$ cat config.mk
export PLATFORM = sky130hd
export DESIGN_NAME = dcache_hit_top
export DESIGN_NICKNAME = d
export VERILOG_FILES = /design/src/source/dcache_pkg.sv /design/src/source/dcache_mem_ctrl.sv /design/src/source/dcache_wbuf_capture.sv /design/src/source/dcache_evict_capture.sv /design/src/source/dcache_read_path.sv /design/src/source/dcache_hit_top.sv
export SDC_FILE = /design/constraint.sdc
export NUM_CORES = 1
export LEC_CHECK = 0
export BUFFER_PORTS_ARGS = -buffer_cell sky130_fd_sc_hd__buf_2
export CORE_AREA = 2 2 424 426
export DETAILED_ROUTE_END_ITERATION = 16
export DIE_AREA = 0 0 426 428
export HOLD_SLACK_MARGIN = 0.12
export PLACE_DENSITY = 0.31
export SYNTH_ARGS = -nofsm -noshare
export SYNTH_HDL_FRONTEND = slang
export SYNTH_SLANG_ARGS = --single-unit
$ cat constraint.sdc
create_clock -name clk_i -period 6.1 [get_ports clk_i]
set_input_delay 0.305 -clock clk_i [delete_from_list [all_inputs] [get_ports clk_i]]
set_output_delay 0.305 -clock clk_i [all_outputs]
set_load 0.01 [all_outputs]
$ cat src/source/dcache_pkg.sv
// Data cache hit stage package with geometry, vector types, address split,
// port structs and the memory FSM and BIU command enums
`default_nettype none

package dcache_pkg;

  ////////////////////////////////////////////////////////////////////////////
  // Geometry
  ////////////////////////////////////////////////////////////////////////////

  // 64 KiB, 32-byte blocks, 2 ways, so 1024 sets
  localparam int XLEN          = 32;
  localparam int PLEN          = 32;
  localparam int BLK_BITS      = 256;
  localparam int BLK_OFFS_BITS = 5;
  localparam int DAT_OFFS_BITS = 3;
  localparam int IDX_BITS      = 10;
  localparam int TAG_BITS      = 17;
  localparam int WAYS          = 2;
  // Up to 3 outstanding BIU transfers
  localparam int INFLIGHT_BITS = 2;

  ////////////////////////////////////////////////////////////////////////////
  // Vector types
  ////////////////////////////////////////////////////////////////////////////

  typedef logic [XLEN-1:0]          word_t;
  typedef logic [XLEN/8-1:0]        wbe_t;
  typedef logic [BLK_BITS-1:0]      line_t;
  typedef logic [BLK_BITS/8-1:0]    lbe_t;
  typedef logic [IDX_BITS-1:0]      idx_t;
  typedef logic [TAG_BITS-1:0]      tag_t;
  typedef logic [DAT_OFFS_BITS-1:0] woffs_t;
  typedef logic [WAYS-1:0]          ways_t;
  typedef logic [INFLIGHT_BITS-1:0] inflight_t;
  typedef logic [PLEN-1:0]          paddr_t;

  // Physical address split, tag in the MSBs
  typedef struct packed {
    tag_t                                   tag;
    idx_t                                   idx;
    woffs_t                                 offs;
    logic [BLK_OFFS_BITS-DAT_OFFS_BITS-1:0] boffs;
  } dc_addr_t;

  // Request from the core memory stage
  typedef struct packed {
    logic     req;
    logic     wreq;
    logic     we;
    logic     cacheable;
    dc_addr_t adr;
    wbe_t     be;
    word_t    data;
  } core_req_t;

  // Pending write hit, be already at its line position
  typedef struct packed {
    idx_t   idx;
    woffs_t offs;
    word_t  data;
    lbe_t   be;
    ways_t  ways_hit;
  } wbuf_entry_t;

  // Victim line for the evict buffer
  typedef struct packed {
    paddr_t adr;
    line_t  line;
  } evict_entry_t;

  ////////////////////////////////////////////////////////////////////////////
  // Enums
  ////////////////////////////////////////////////////////////////////////////

  typedef enum logic [2:0] {
    ARMED,
    FLUSH,
    NONCACHEABLE,
    EVICT,
    FLUSHWAYS,
    WAIT4BIUCMD0,
    RECOVER
  } memfsm_state_t;

  typedef enum logic [1:0] {
    BIUCMD_NOP,
    BIUCMD_READWAY,
    BIUCMD_WRITEWAY
  } biucmd_t;

endpackage

`default_nettype wire

$ cat src/source/dcache_mem_ctrl.sv
// Memory interface FSM of the data cache hit stage
// BIU command, status flags, stall and acknowledge
`timescale 1ns/1ns
`default_nettype none

module dcache_mem_ctrl (
  input  wire                        clk_i,
  input  wire                        rst_ni,
  input  wire                        flush_i,
  input  wire                        cacheflush_req_i,
  input  wire dcache_pkg::core_req_t core_req_i,
  input  wire                        cache_hit_i,
  input  wire                        cache_dirty_i,
  input  wire                        way_dirty_i,
  input  wire                        biucmd_ack_i,
  input  wire                        biucmd_busy_i,
  input  wire                        biucmd_nc_ack_i,
  input  wire dcache_pkg::inflight_t inflight_cnt_i,
  input  wire                        biu_stb_ack_i,
  input  wire                        biu_ack_i,
  input  wire                        biu_err_i,
  output logic                       stall_o,
  output logic                       ack_o,
  output logic                       armed_o,
  output logic                       flushing_o,
  output logic                       filling_o,
  output logic                       cacheflush_rdy_o,
  output dcache_pkg::biucmd_t        biucmd_o,
  output logic                       biucmd_nc_req_o,
  output logic                       fill_wait_o
);
  import dcache_pkg::*;

  memfsm_state_t state_q;
  logic          req_c;
  logic          req_nc;
  logic          cache_ack;
  logic          nc_done;

  // Request split by cacheability
  assign req_c     = core_req_i.req & core_req_i.cacheable;
  assign req_nc    = core_req_i.req & ~core_req_i.cacheable;
  assign cache_ack = req_c & cache_hit_i & ~flush_i;

  // Non-cacheable access ends on pipe flush, last transfer done,
  // or a new cacheable request once the BIU acks
  assign nc_done = flush_i ||
                   (!core_req_i.req && inflight_cnt_i == inflight_t'(1) && biu_ack_i) ||
                   (req_c && biu_ack_i);

  ////////////////////////////////////////////////////////////////////////////
  // State machine
  ////////////////////////////////////////////////////////////////////////////

  always_ff @(posedge clk_i or negedge rst_ni)
  begin
    if (!rst_ni)
    begin
      state_q          <= ARMED;
      armed_o          <= 1'b1;
      flushing_o       <= 1'b0;
      filling_o        <= 1'b0;
      cacheflush_rdy_o <= 1'b1;
      biucmd_o         <= BIUCMD_NOP;
    end
    else
    begin
      case (state_q)
        ARMED:
        begin
          if (cacheflush_req_i && !core_req_i.we)
          begin
            state_q          <= FLUSH;
            armed_o          <= 1'b0;
            flushing_o       <= 1'b1;
            cacheflush_rdy_o <= 1'b0;
          end
          else if (req_nc && !flush_i)
          begin
            state_q <= NONCACHEABLE;
            armed_o <= 1'b0;
          end
          else if (req_c && !cache_hit_i && !flush_i && !biucmd_busy_i)
          begin
            // New line is read first, a dirty victim goes out afterwards
            state_q   <= way_dirty_i ? EVICT : WAIT4BIUCMD0;
            biucmd_o  <= BIUCMD_READWAY;
            armed_o   <= 1'b0;
            filling_o <= 1'b1;
          end
          else
          begin
            biucmd_o <= BIUCMD_NOP;
          end
        end
        FLUSH:
        begin
          // Dirty ways left in this set
          if (cache_dirty_i)
          begin
            state_q <= FLUSHWAYS;
          end
          else
          begin
            state_q          <= RECOVER;
            flushing_o       <= 1'b0;
            cacheflush_rdy_o <= 1'b1;
          end
        end
        FLUSHWAYS:
        begin
          // Write one dirty way, then rescan the set
          biucmd_o <= BIUCMD_WRITEWAY;
          if (biucmd_ack_i)
          begin
            state_q  <= FLUSH;
            biucmd_o <= BIUCMD_NOP;
          end
        end
        NONCACHEABLE:
        begin
          if (nc_done)
          begin
            state_q <= ARMED;
            armed_o <= 1'b1;
          end
        end
        EVICT:
        begin
          if (biucmd_ack_i || biu_err_i)
          begin
            state_q   <= RECOVER;
            biucmd_o  <= BIUCMD_WRITEWAY;
            filling_o <= 1'b0;
          end
        end
        WAIT4BIUCMD0:
        begin
          if (biucmd_ack_i || biu_err_i)
          begin
            state_q   <= RECOVER;
            biucmd_o  <= BIUCMD_NOP;
            filling_o <= 1'b0;
          end
        end
        default:
        begin
          // RECOVER, one cycle to reread tag and data memories
          state_q  <= ARMED;
          biucmd_o <= BIUCMD_NOP;
          armed_o  <= 1'b1;
        end
      endcase
    end
  end

  ////////////////////////////////////////////////////////////////////////////
  // BIU request, stall and acknowledge
  ////////////////////////////////////////////////////////////////////////////

  assign biucmd_nc_req_o = (state_q == ARMED) & req_nc & ~flush_i;
  assign fill_wait_o     = (state_q == WAIT4BIUCMD0);

  always_comb
  begin
    case (state_q)
      ARMED:
        stall_o = (req_nc & (~biu_stb_ack_i | biucmd_busy_i)) | (req_c & ~cache_hit_i);
      NONCACHEABLE:
      begin
        // Idle core waits for outstanding transfers
        if (!core_req_i.req)
          stall_o = |inflight_cnt_i;
        else if (core_req_i.cacheable)
          stall_o = ~biu_ack_i;
        else
          stall_o = ~biu_stb_ack_i;
      end
      WAIT4BIUCMD0, EVICT, RECOVER:
        stall_o = ~(core_req_i.req & cache_hit_i);
      default:
        stall_o = 1'b0;
    endcase
  end

  always_ff @(posedge clk_i or negedge rst_ni)
  begin
    if (!rst_ni)
      ack_o <= 1'b0;
    else if (state_q == NONCACHEABLE)
      ack_o <= biucmd_nc_ack_i;
    else if (state_q == FLUSH || state_q == FLUSHWAYS)
      ack_o <= 1'b0;
    else
      ack_o <= cache_ack;
  end

endmodule

`default_nettype wire

$ cat src/source/dcache_wbuf_capture.sv
// Write hit capture for the write buffer with same-index bypass flag
`timescale 1ns/1ns
`default_nettype none

module dcache_wbuf_capture (
  input  wire                        clk_i,
  input  wire                        rst_ni,
  input  wire                        flush_i,
  input  wire dcache_pkg::core_req_t core_req_i,
  input  wire                        cache_hit_i,
  input  wire dcache_pkg::ways_t     ways_hit_i,
  input  wire                        wbuf_ack_i,
  output logic                       wbuf_we_o,
  output dcache_pkg::wbuf_entry_t    wbuf_o,
  output logic                       bypass_o
);
  import dcache_pkg::*;

  logic                     wr_hit;
  logic [BLK_OFFS_BITS-1:0] be_pos;

  assign wr_hit = core_req_i.wreq & core_req_i.cacheable & cache_hit_i;
  // Byte position of the addressed word in the line
  assign be_pos = {core_req_i.adr.offs, 2'b00};

  // Flush wins, then a new hit, then the buffer ack
  always_ff @(posedge clk_i or negedge rst_ni)
  begin
    if (!rst_ni)
      wbuf_we_o <= 1'b0;
    else if (flush_i)
      wbuf_we_o <= 1'b0;
    else if (wr_hit)
      wbuf_we_o <= 1'b1;
    else if (wbuf_ack_i)
      wbuf_we_o <= 1'b0;
  end

  always_ff @(posedge clk_i)
  begin
    if (wr_hit)
    begin
      wbuf_o.idx      <= core_req_i.adr.idx;
      wbuf_o.offs     <= core_req_i.adr.offs;
      wbuf_o.data     <= core_req_i.data;
      wbuf_o.be       <= lbe_t'(core_req_i.be) << be_pos;
      wbuf_o.ways_hit <= ways_hit_i;
    end
  end

  // Pending bytes not yet in the cache memory
  assign bypass_o = wbuf_we_o & (wbuf_o.idx == core_req_i.adr.idx);

endmodule

`default_nettype wire

$ cat src/source/dcache_evict_capture.sv
// Victim address and line capture for the evict buffer
`timescale 1ns/1ns
`default_nettype none

module dcache_evict_capture (
  input  wire                        clk_i,
  input  wire                        armed_i,
  input  wire dcache_pkg::core_req_t core_req_i,
  input  wire dcache_pkg::tag_t      evict_tag_i,
  input  wire dcache_pkg::line_t     evict_line_i,
  output dcache_pkg::evict_entry_t   evict_o
);
  import dcache_pkg::*;

  // Victim tracks the set while armed
  // Held through fill and flush so the evict buffer sees a stable line
  always_ff @(posedge clk_i)
  begin
    if (armed_i)
    begin
      evict_o.adr  <= {evict_tag_i, core_req_i.adr.idx, {BLK_OFFS_BITS{1'b0}}};
      evict_o.line <= evict_line_i;
    end
  end

endmodule

`default_nettype wire

$ cat src/source/dcache_read_path.sv
// Read path with write buffer merge, word select and read data register
`timescale 1ns/1ns
`default_nettype none

module dcache_read_path (
  input  wire                          clk_i,
  input  wire dcache_pkg::core_req_t   core_req_i,
  input  wire                          cache_hit_i,
  input  wire                          fill_wait_i,
  input  wire dcache_pkg::line_t       cache_line_i,
  input  wire dcache_pkg::wbuf_entry_t wbuf_i,
  input  wire                          bypass_i,
  input  wire dcache_pkg::word_t       biu_q_i,
  output dcache_pkg::word_t            q_o
);
  import dcache_pkg::*;

  line_t wbuf_line;
  line_t merged_line;
  word_t cache_q;

  // Buffered word copied to every word slot
  assign wbuf_line = {(BLK_BITS/XLEN){wbuf_i.data}};

  // Byte merge of pending write data
  always_comb
  begin
    for (int i = 0; i < BLK_BITS/8; i++)
    begin
      if (bypass_i && wbuf_i.be[i])
        merged_line[i*8 +: 8] = wbuf_line[i*8 +: 8];
      else
        merged_line[i*8 +: 8] = cache_line_i[i*8 +: 8];
    end
  end

  // Addressed word
  assign cache_q = merged_line[core_req_i.adr.offs * XLEN +: XLEN];

  // Cache word on a cacheable access or a hit during fill, else BIU data
  always_ff @(posedge clk_i)
  begin
    if (core_req_i.cacheable || (fill_wait_i && cache_hit_i))
      q_o <= cache_q;
    else
      q_o <= biu_q_i;
  end

endmodule

`default_nettype wire

$ cat src/source/dcache_hit_top.sv
// Data cache hit stage top level
// Memory controller, write and evict capture, read path
`timescale 1ns/1ns
`default_nettype none

module dcache_hit_top (
  input  wire                           clk_i,
  input  wire                           rst_ni,
  // Core side
  input  wire                           flush_i,
  input  wire                           cacheflush_req_i,
  input  wire dcache_pkg::core_req_t    core_req_i,
  output logic                          stall_o,
  output logic                          cacheflush_rdy_o,
  output logic                          armed_o,
  output logic                          flushing_o,
  output logic                          filling_o,
  output dcache_pkg::word_t             q_o,
  output logic                          ack_o,
  // Cache memories
  input  wire                           cache_hit_i,
  input  wire dcache_pkg::ways_t        ways_hit_i,
  input  wire dcache_pkg::line_t        cache_line_i,
  input  wire                           cache_dirty_i,
  input  wire                           way_dirty_i,
  output dcache_pkg::idx_t              idx_o,
  output dcache_pkg::tag_t              core_tag_o,
  // Write buffer
  output logic                          wbuf_we_o,
  output dcache_pkg::wbuf_entry_t       wbuf_o,
  input  wire                           wbuf_ack_i,
  // Evict buffer
  input  wire dcache_pkg::tag_t         evict_tag_i,
  input  wire dcache_pkg::line_t        evict_line_i,
  output dcache_pkg::evict_entry_t      evict_o,
  // BIU
  output dcache_pkg::biucmd_t           biucmd_o,
  input  wire                           biucmd_ack_i,
  input  wire                           biucmd_busy_i,
  output logic                          biucmd_nc_req_o,
  input  wire                           biucmd_nc_ack_i,
  input  wire dcache_pkg::inflight_t    inflight_cnt_i,
  input  wire dcache_pkg::word_t        biu_q_i,
  input  wire                           biu_stb_ack_i,
  input  wire                           biu_ack_i,
  input  wire                           biu_err_i
);
  import dcache_pkg::*;

  // Controller to read path
  logic fill_wait;
  // Held write hit matches current index
  logic wbuf_bypass;

  // Tag and index for the tag and data memories
  assign idx_o      = core_req_i.adr.idx;
  assign core_tag_o = core_req_i.adr.tag;

  dcache_mem_ctrl u_mem_ctrl (
    .clk_i            (clk_i),
    .rst_ni           (rst_ni),
    .flush_i          (flush_i),
    .cacheflush_req_i (cacheflush_req_i),
    .core_req_i       (core_req_i),
    .cache_hit_i      (cache_hit_i),
    .cache_dirty_i    (cache_dirty_i),
    .way_dirty_i      (way_dirty_i),
    .biucmd_ack_i     (biucmd_ack_i),
    .biucmd_busy_i    (biucmd_busy_i),
    .biucmd_nc_ack_i  (biucmd_nc_ack_i),
    .inflight_cnt_i   (inflight_cnt_i),
    .biu_stb_ack_i    (biu_stb_ack_i),
    .biu_ack_i        (biu_ack_i),
    .biu_err_i        (biu_err_i),
    .stall_o          (stall_o),
    .ack_o            (ack_o),
    .armed_o          (armed_o),
    .flushing_o       (flushing_o),
    .filling_o        (filling_o),
    .cacheflush_rdy_o (cacheflush_rdy_o),
    .biucmd_o         (biucmd_o),
    .biucmd_nc_req_o  (biucmd_nc_req_o),
    .fill_wait_o      (fill_wait)
  );

  dcache_wbuf_capture u_wbuf_capture (
    .clk_i       (clk_i),
    .rst_ni      (rst_ni),
    .flush_i     (flush_i),
    .core_req_i  (core_req_i),
    .cache_hit_i (cache_hit_i),
    .ways_hit_i  (ways_hit_i),
    .wbuf_ack_i  (wbuf_ack_i),
    .wbuf_we_o   (wbuf_we_o),
    .wbuf_o      (wbuf_o),
    .bypass_o    (wbuf_bypass)
  );

  // Armed level doubles as the evict capture enable
  dcache_evict_capture u_evict_capture (
    .clk_i        (clk_i),
    .armed_i      (armed_o),
    .core_req_i   (core_req_i),
    .evict_tag_i  (evict_tag_i),
    .evict_line_i (evict_line_i),
    .evict_o      (evict_o)
  );

  dcache_read_path u_read_path (
    .clk_i        (clk_i),
    .core_req_i   (core_req_i),
    .cache_hit_i  (cache_hit_i),
    .fill_wait_i  (fill_wait),
    .cache_line_i (cache_line_i),
    .wbuf_i       (wbuf_o),
    .bypass_i     (wbuf_bypass),
    .biu_q_i      (biu_q_i),
    .q_o          (q_o)
  );

endmodule

`default_nettype wire

* Word-level counts from Yosys, hierarchy flattened
Cells that the tools add are included.
Storage, ports and cells: register bits 405, input bits 651, output and inout bits 436, logic and storage cells 197
Operators by class: eq/ne operators 19, shift-type cells 2, muxes and demuxes 73, bitwise logic cells 22, reduce and logical (&&, ||, !) cells 65
Operators by type and width (number):
- 2-to-1 mux 8 bit | 32
- variable part select 256 x 9 -> 32 bit | 1
- logical AND 1 bit | 41
- 2-to-1 mux 32 bit | 1
- << shifter 4 x 5 -> 32 bit | 1
- 2-to-1 mux 3 bit | 7
- 2-to-1 mux 1 bit | 20
- case mux 3 bit (5 select lines) | 1
- AND 1 bit | 12
- 2-to-1 mux 2 bit | 6
- == test 10 bit | 1
- inequality test 2 x 1 -> 1 bit, second input constant | 5
- inequality test 2 bit, second input constant | 5
- case mux 2 bit (5 select lines) | 1
- AND reduction 5 bit | 2
- == test 3 bit, second input constant | 3
- inverter 1 bit | 8
- == test 3 x 2 -> 1 bit, second input constant | 2
- case mux 1 bit (2 select lines) | 3
- case mux 1 bit (3 select lines) | 2
- AND reduction 3 bit | 2
- OR reduction 2 bit | 3
- zero test 1 bit | 5
- logical OR 1 bit | 5
- 10 further kinds | 12

* Depth between registers and ports, before layout
Gate-level depths: netlist of the first run.
depth in word-level cells 8, depth in mapped cells 10, gate-level depth less buffers 7

* By module
From an unflattened synthesis of the first run, not the netlist that was laid out.
Unflattened totals: cell total of the unflattened synthesis 1096, area total of the unflattened synthesis 17008.8 sq um
By module, submodules not included:
- dcache_evict_capture | instances 1, cells an instance 289, area an instance 8539.4 sq um, seq. area each 8498.2 sq um
- dcache_read_path | instances 1, cells an instance 539, area an instance 4644.5 sq um, seq. area each 640.6 sq um
- dcache_wbuf_capture | instances 1, cells an instance 145, area an instance 2805.2 sq um, seq. area each 2397.3 sq um
- dcache_mem_ctrl | instances 1, cells an instance 96, area an instance 817.0 sq um, seq. area each 252.7 sq um
- dcache_hit_top | instances 1, cells an instance 27, area an instance 202.7 sq um, seq. area each 0.0 sq um

* Worst setup path after synthesis of the first run
No wires, ideal clock.
path type register to register, from register u_mem_ctrl.armed_o, to register u_evict_capture.evict_o[0] (netlist name), library setup time 523 ps, arrival time 3744 ps, data required time 5577 ps, slack 1833 ps, cell stages (with the launch flop) 1, path buffers 0, clock period less this slack 4267 ps, cell sequence dfstp_2
RTL lines:
- from (decl) | line dcache_mem_ctrl.sv:24 | output logic armed_o,
- from (signal assigned) | line dcache_mem_ctrl.sv:60 | armed_o <= 1'b1;
- from (signal assigned) | line dcache_mem_ctrl.sv:74 | armed_o <= 1'b0;
- from (signal assigned) | line dcache_mem_ctrl.sv:81 | armed_o <= 1'b0;
No word-level cell between the ends.

* Worst setup path in the final report of the first run
from register u_wbuf_capture.wbuf_o[71] (netlist name), to register u_read_path.q_o[28]
Between the ends: longest elaborated chain between the ends 6, elaborated cells between the ends (all ways) 20, classes of those cells eq/ne: 1; shift: 1; mux: 9; bitwise: 1; reduce/logical: 8
RTL lines:
- == test 10 bit (*) | line dcache_wbuf_capture.sv:52 | assign bypass_o = wbuf_we_o & (wbuf_o.idx == core_req_i.adr.idx);
- AND 1 bit (*) | line dcache_wbuf_capture.sv:52
- logical AND 1 bit | line dcache_read_path.sv:30 | if (bypass_i && wbuf_i.be[i])
- 2-to-1 mux 8 bit | line dcache_read_path.sv:30
- variable part select 256 x 9 -> 32 bit (*) | line dcache_read_path.sv:38 | assign cache_q = merged_line[core_req_i.adr.offs * XLEN +: XLEN];
- 2-to-1 mux 32 bit (*) | line dcache_read_path.sv:43 | if (core_req_i.cacheable || (fill_wait_i && cache_hit_i))
- to (signal assigned) | line dcache_read_path.sv:44 | q_o <= cache_q;
- to (signal assigned) | line dcache_read_path.sv:46 | q_o <= biu_q_i;
- to (decl) | line dcache_read_path.sv:14 | output dcache_pkg::word_t q_o
Mark *: on every way between the ends. The rest lies on a longest branch, timed or not. A chain may end at the register's enable or synchronous reset.

==> impl_metrics.json, run 1 <==
{
  "final_nets": 3369,
  "synth_cells": 1311,
  "fin_area_sq_um": 31700,
  "yosysUniqueCellTypes": 63,
  "tns_ns": 0,
  "combPwrFrac_pct": 24.4,
  "clk_pin_slew_ns": 0.06,
  "drive_gt1_share_pct": 44.4,
  "drt_pass1_iterations": 6,
  "cp-end-kind": "register",
  "hold_viol": 0,
  "start_kind": "register",
  "clkPwrFrac_pct": 34.4,
  "fmaxAchievable_ghz": 0.221,
  "synth_edf_count": 362,
  "cts_hold_buffers": 397,
  "netlist_area_sq_um": 17900,
  "async_flop_share_pct": 2.72,
  "seq_area_sq_um": 11800,
  "areaGrowthSynthToFinish_pct": 77.0,
  "synth_flop_cell": "edfxtp_1",
  "vias": 17900,
  "p_leak_nw": 13.0,
  "multi_input_area_sq_um": 5510,
  "hp-class": "in -> async",
  "switching_share_pct": 32.8,
  "cts_root_buf": "clkbuf_16",
  "route.detailed.drc": 0,
  "place_area_sq_um": 25700,
  "post_cts_buffers": 0,
  "postLayoutCoreUtil_pct": 17.8,
  "finalMaxSlewViolations": 0,
  "die_area_sq_um": 182000,
  "ys_warn_count": 0,
  "grt_start_max_net_pins": 138,
  "cts_num_sinks": 405,
  "crit_type": "reg -> reg",
  "cts_tree": "done",
  "period_share_pct": 74.2,
  "gp_congestion": 0.822,
  "clkLatencyLatePin_ns": 0.70,
  "gr-total-overflow": 0,
  "syn_area_per_cell_sq_um": 13.7,
  "antenna_found_initial": 65,
  "avgViaCountPerCell": 3.47,
  "grt_pass1_vias": 19000,
  "grt_pass1_wl_mm": 161,
  "grt_usage_pct": 12.8,
  "htree_levels": 2,
  "cp.arrival_ns": 5.11,
  "dpl.hpwl_mm": 95.8,
  "cts.repair.resized": 0,
  "power_switching_mw": 3.37,
  "power_frac_seq_pct": 41.1,
  "wl_mm": 121,
  "worst_pin_slew_ns": 1.03,
  "cts_buffers": 57,
  "ir_worst_vdd_v": 0.000275,
  "rsz0062_at_grt": "no",
  "maxCapViolCount": 0,
  "io_pins": 1087,
  "status": "complete, no violations",
  "crit_path_max_fanout": 98,
  "dieWidth_microns": 426,
  "cp.required_ns": 6.69,
  "finalSetupViolCount": 0,
  "fillCellCount": 19900,
  "core-area_sq_um": 178000,
  "die_h_microns": 428,
  "synth_seq_cells": 405,
  "post_drt_wl_per_cell_microns": 23.5,
  "initial_core_util_pct": 10.1,
  "post-route-min-period_ns": 4.53,
  "p_int_mw": 6.91,
  "relSlewSlack_pct": 31.2,
  "power_density_nw_per_um2": 324,
  "yosysSeqAreaShare_pct": 65.8,
  "row_count": 155,
  "port_buffers": 1045,
  "clock_skew_ns": 0.0446,
  "antenna_left": 0,
  "drtIter0Drc": 949,
  "cts.path.max_buffers": 3
}
## worst max-delay path: stages (launching register included)
cell           delay, ns
edfxtp_1            0.41
xnor2_1             0.19
and3_2              0.76
and3_4              0.78
buf_12              0.36
nand2_1             0.35
a211oi_1            0.32
nor4_1              0.14
a211o_1             0.31
dlygate4sd3_1       0.58
## sequential cells by signal, summed over array words and instances (netlist names)
name                         cells
u_wbuf_capture.wbuf_o           79
u_mem_ctrl.armed_o               1
u_mem_ctrl.state_q               3
u_mem_ctrl.filling_o             1
u_read_path.q_o                 32
u_evict_capture.evict_o        283
u_wbuf_capture.wbuf_we_o         1
u_mem_ctrl.cacheflush_rdy_o      1
u_mem_ctrl.biucmd_o              2
u_mem_ctrl.flushing_o            1
u_mem_ctrl.ack_o                 1
## power by group through the flow
stage / Clock (mW) / Sequential (mW) / Combinational, mW
finish: 3.54 / 4.23 / 2.51
floorplan: 0 / 4.83 / 0.389
detailed placement: 0 / 4.29 / 2.37
global route: 3.79 / 4.30 / 2.71
CTS: 3.71 / 4.24 / 2.62
global placement: 0 / 4.28 / 2.40
## placed cells by master (no fill, tap or decap), drive strengths merged, types with 8 or more instances in the layout
master	n
a21oi	23
o22ai	17
a211oi	135
a211o	11
dlygate4sd3	397
bufinv	8
buf	1064
dfxtp	32
nand2	58
dfrtp	9
edfxtp	362
nand2b	8
and3	121
clkinv	25
o41ai	11
nor3b	9
a221o	14
a21o	10
nor2b	23
clkbuf	65
mux2	51
and4	12
o21ai	27
nor2	47
a221oi	10
mux2i	34
a31oi	16
nand3	28
a2111oi	12
nor4	33
nand4	12
nor3	14
diode	36
xnor2	11
## cells in the mapped netlist, types with 7 or more instances
cell type	instances	share of area, %
a221oi_1	10	0.49
mux2_2	44	2.8
nand2b_1	8	0.28
nand2_1	54	1.1
and3_1	120	4.2
dfxtp_1	32	3.6
a221o_1	14	0.78
nor4_1	33	1.2
buf_2	20	0.56
nor3_1	14	0.39
dfrtp_1	9	1.3
o21ai_0	27	0.75
o22ai_1	17	0.59
edfxtp_1	362	61
a21oi_1	23	0.64
nand3_1	28	0.78
a31oi_1	16	0.56
nor2_1	47	0.98
buf_6	10	0.63
mux2i_1	34	1.9
a211o_1	11	0.54
nand4_1	7	0.24
and4_1	11	0.54
o41ai_1	11	0.54
clkbuf_1	44	0.92
nor2b_1	23	0.80
a211oi_1	135	5.7
mux2_1	7	0.44
a21o_1	10	0.42
xnor2_1	11	0.54
nor3b_1	9	0.38
buf_4	35	1.5
## routing by layer
metal	up-vias	track usage (%)	share of wire (%)
met3	190	2.94	5.8
met4	28	5.57	3.8
met1	8794	13.0	35
met2	754	24.6	55
met5	-	0	0.16
li1	8098	-	-
## path summary, 6_finish.rpt
kind	from	end	slack, ns	cells after the start
max reg2reg	u_wbuf_capture.wbuf_o[71]	u_read_path.q_o[28]	1.57	9
max	u_wbuf_capture.wbuf_o[71]	u_read_path.q_o[28]	1.57	9
min reg2reg	u_mem_ctrl.biucmd_o[1]	u_mem_ctrl.biucmd_o[1]	0.53	1
max in group asynchronous	rst_ni	u_mem_ctrl.ack_o	4.94	3
min	rst_ni	u_mem_ctrl.cacheflush_rdy_o	0.19	2
min in group clk_i	cacheflush_req_i	u_mem_ctrl.state_q[1]	0.19	5
## metrics by stage
stage | hold slack [ns] | total power [mW] | cells | worst slack, ns
after floorplan | 0.00941 | 5.22 | 1315 | 1.83
after detailed placement | 0.225 | 6.66 | 4617 | 2.06
after global routing | 0.148 | 10.8 | 5152 | 1.43
after CTS | 0.120 | 10.6 | 5118 | 1.64
final | 0.187 | 10.3 | 5154 | 1.57
after global placement | 0.229 | 6.68 | 4617 | 1.98
## cell type report
cell class | count | area share, %
Timing Repair Buffer | 1461 | 29.7
Clock inverter | 39 | 1.44
Tap cell | 2355 | 9.29
Clock buffer | 65 | 4.66
Sequential cell | 405 | 37.2
Antenna cell | 36 | 0.284
Inverter | 6 | 0.0710
Multi-Input combinational cell | 787 | 17.4
## cell families after synthesis
kind of cell / count (synthesis) / synth area share [%]
buffers and inverters: 123 / 3.90
xor gates and xnor gates: 11 / 0.538
muxes: 85 / 5.11
other: 1 / 0.0209
AOI/OAI and AO/OA: 304 / 12.4
and+or+nand+nor: 382 / 12.2
DFF: 405 / 65.8
Power figures use the tool's default switching activity.
==> inputs of run 2 (changes only) <==
clock period = 4.15 ns   (was 6.1 ns; I/O delays follow)
==> run 2 against run 1 <==
  * Fmax up 19%
  * Setup slack worse by 1.2 ns
  * Cell count up 1.1%
  * Non-clock buffer count up 64
  * Worst hold slack better by 0.015 ns
  * Routed wire length decreased by 0.62%
==> impl_metrics.json, run 2 (synthesized netlist as in run 1, its figures left out) <==
{
  "grt_usage_pct": 12.7,
  "final_nets": 3432,
  "crit_path_max_fanout": 52,
  "antenna_found_initial": 63,
  "status": "complete, no violations",
  "cts_num_sinks": 405,
  "cts_tree": "done",
  "core-area_sq_um": 178000,
  "cts.repair.resized": 0,
  "wl_mm": 121,
  "post_cts_buffers": 0,
  "final_cell_mix": "buf_2, dlygate4sd3_1, edfxtp_1",
  "antenna_left": 0,
  "hold_viol": 0,
  "areaGrowthSynthToFinish_pct": 79.5,
  "cts_hold_buffers": 432,
  "largestRegisters": "u_evict_capture.evict_o: 283 flops, u_wbuf_capture.wbuf_o: 79 flops, u_read_path.q_o: 32 flops",
  "gp_congestion": 0.838,
  "crit_path_top_delay_cell": "and4_2",
  "hold_end": "u_mem_ctrl.biucmd_o[0]",
  "post-route-min-period_ns": 3.81,
  "clkLatencyLatePin_ns": 0.69,
  "grt_pass1_vias": 19400,
  "r2r_cells": 10,
  "route.detailed.drc": 0,
  "start_kind": "register",
  "fin_hold_ws_ns": 0.202,
  "min_from": "core_req_i[68]",
  "grt_start_max_net_pins": 82,
  "max_stage_delay_ns": 0.61,
  "hp-class": "in -> reg",
  "r2r_end": "u_read_path.q_o[12]",
  "power_density_nw_per_um2": 463,
  "die_h_microns": 428,
  "multi_input_area_sq_um": 5510,
  "final_common_cell": "buf_2",
  "port_buffers": 1045,
  "p_leak_nw": 13.3,
  "avgViaCountPerCell": 3.46,
  "dp.cells": 4646,
  "vias": 18000,
  "dpl.hpwl_mm": 96.0,
  "maxCapViolCount": 0,
  "tns_ns": 0,
  "largest_reg_flops": 283,
  "htree_levels": 2,
  "period_share_pct": 91.9,
  "rsz0062_at_grt": "no",
  "r2r_slack_ns": 0.34,
  "gr-total-overflow": 0,
  "initial_core_util_pct": 10.1,
  "cts_root_buf": "clkbuf_16",
  "row_count": 155,
  "finalMaxSlewViolations": 0,
  "fillCellCount": 19800,
  "fmaxAchievable_ghz": 0.262,
  "drt_pass1_iterations": 5,
  "dieWidth_microns": 426,
  "drive_gt1_share_pct": 44.2,
  "post_drt_wl_per_cell_microns": 23.1,
  "relSlewSlack_pct": 31.8,
  "seq_area_sq_um": 11800,
  "cts_buffers": 56,
  "crit_chain": "xnor2_1 -> and4_2 -> and3_4 -> buf_12 -> buf_4 -> nand2_1 -> a211oi_1 -> nor4_1 -> a211o_1 -> dlygate4sd3_1",
  "r2r_start": "u_wbuf_capture.wbuf_o[72]",
  "cts.path.max_buffers": 3,
  "cp.arrival_ns": 4.38,
  "worst_pin_slew_ns": 1.02,
  "fin_cells": 5211,
  "crit_type": "reg -> reg",
  "finalWorstSetupSlack_ns": 0.336,
  "cp.required_ns": 4.71,
  "cp-end-kind": "register",
  "clk_pin_slew_ns": 0.06,
  "holdPathStages": 5,
  "ir_worst_vdd_v": 0.000332,
  "pre_cts_slack_ns": 0.764,
  "drtIter0Drc": 1002,
  "finalSetupViolCount": 0,
  "clock_skew_ns": 0.0353,
  "die_area_sq_um": 182000,
  "grt_pass1_wl_mm": 161,
  "top_register": "u_evict_capture.evict_o",
  "io_pins": 1087
}
run 2: changes by cell type in the layout (fill, tap and decap cells not counted), moves of 2 or more:
cell | before | now
buf_4 | 14 | 42
bufinv_16 | 8 | 5
clkbuf_1 | 7 | 10
clkinv_1 | 13 | 15
clkinvlp_4 | 6 | 2
diode_2 | 36 | 33
dlygate4sd3_1 | 397 | 432
run 2: layout make-up:
| class | instances | area share, % |
|---|---|---|
| sequential | 405 | 36.7 |
| antenna | 33 | 0.257 |
| multi-input combinational | 787 | 17.1 |
| tap | 2355 | 9.17 |
| clock inverter | 33 | 1.05 |
| timing repair buffer | 1525 | 31.1 |
| clock buffer | 67 | 4.55 |
| inverter | 6 | 0.0701 |
run 2: worst max-delay path by stage:
stage / slack (ns) / start / cells past startpoint / to
finish: 0.34 / u_wbuf_capture.wbuf_o[72] / 10 / u_read_path.q_o[12]
global route: 0.10 / u_mem_ctrl.state_q[0] / 10 / u_read_path.q_o[23]
CTS: 0.21 / u_mem_ctrl.state_q[0] / 10 / u_read_path.q_o[23]
detailed placement: 0.76 / u_mem_ctrl.state_q[0] / 9 / u_read_path.q_o[23]
global placement: 0.72 / u_mem_ctrl.state_q[0] / 9 / u_read_path.q_o[23]
floorplan: 1.31 / core_req_i[68] / 2 / u_wbuf_capture.wbuf_o[0]
run 2: per-layer routing:
metal	GRT usage, %	part of all wire, %
met5	0	0.085
met1	12.8	35
met2	24.9	56
met3	2.77	5.3
met4	4.83	3.8
run 2: critical path: cells and delay by family (launching register included):
family / cells / cell delay (ns)
simple gates: 4 / 1.31
xor+xnor: 1 / 0.25
compound gates: 2 / 0.58
flops: 1 / 0.39
buf+inv: 3 / 1.14
run 2: power breakdown:
part	total, mW	switching [mW]	internal, mW
clock network	4.90	2.09	2.81
registers	6.30	0.572	5.72
logic	3.70	2.26	1.44
total	14.9	4.92	9.98
run 2: metrics by stage:
stage                     power (mW)  util [%]  area, sq um
after floorplan                 7.58         -        17900
after global placement          9.87      14.6        25900
after CTS                       15.4      18.1        32100
after global routing            15.7      18.1        32100
after detailed placement        9.84      14.6        25900
final                           14.9      18.1        32100
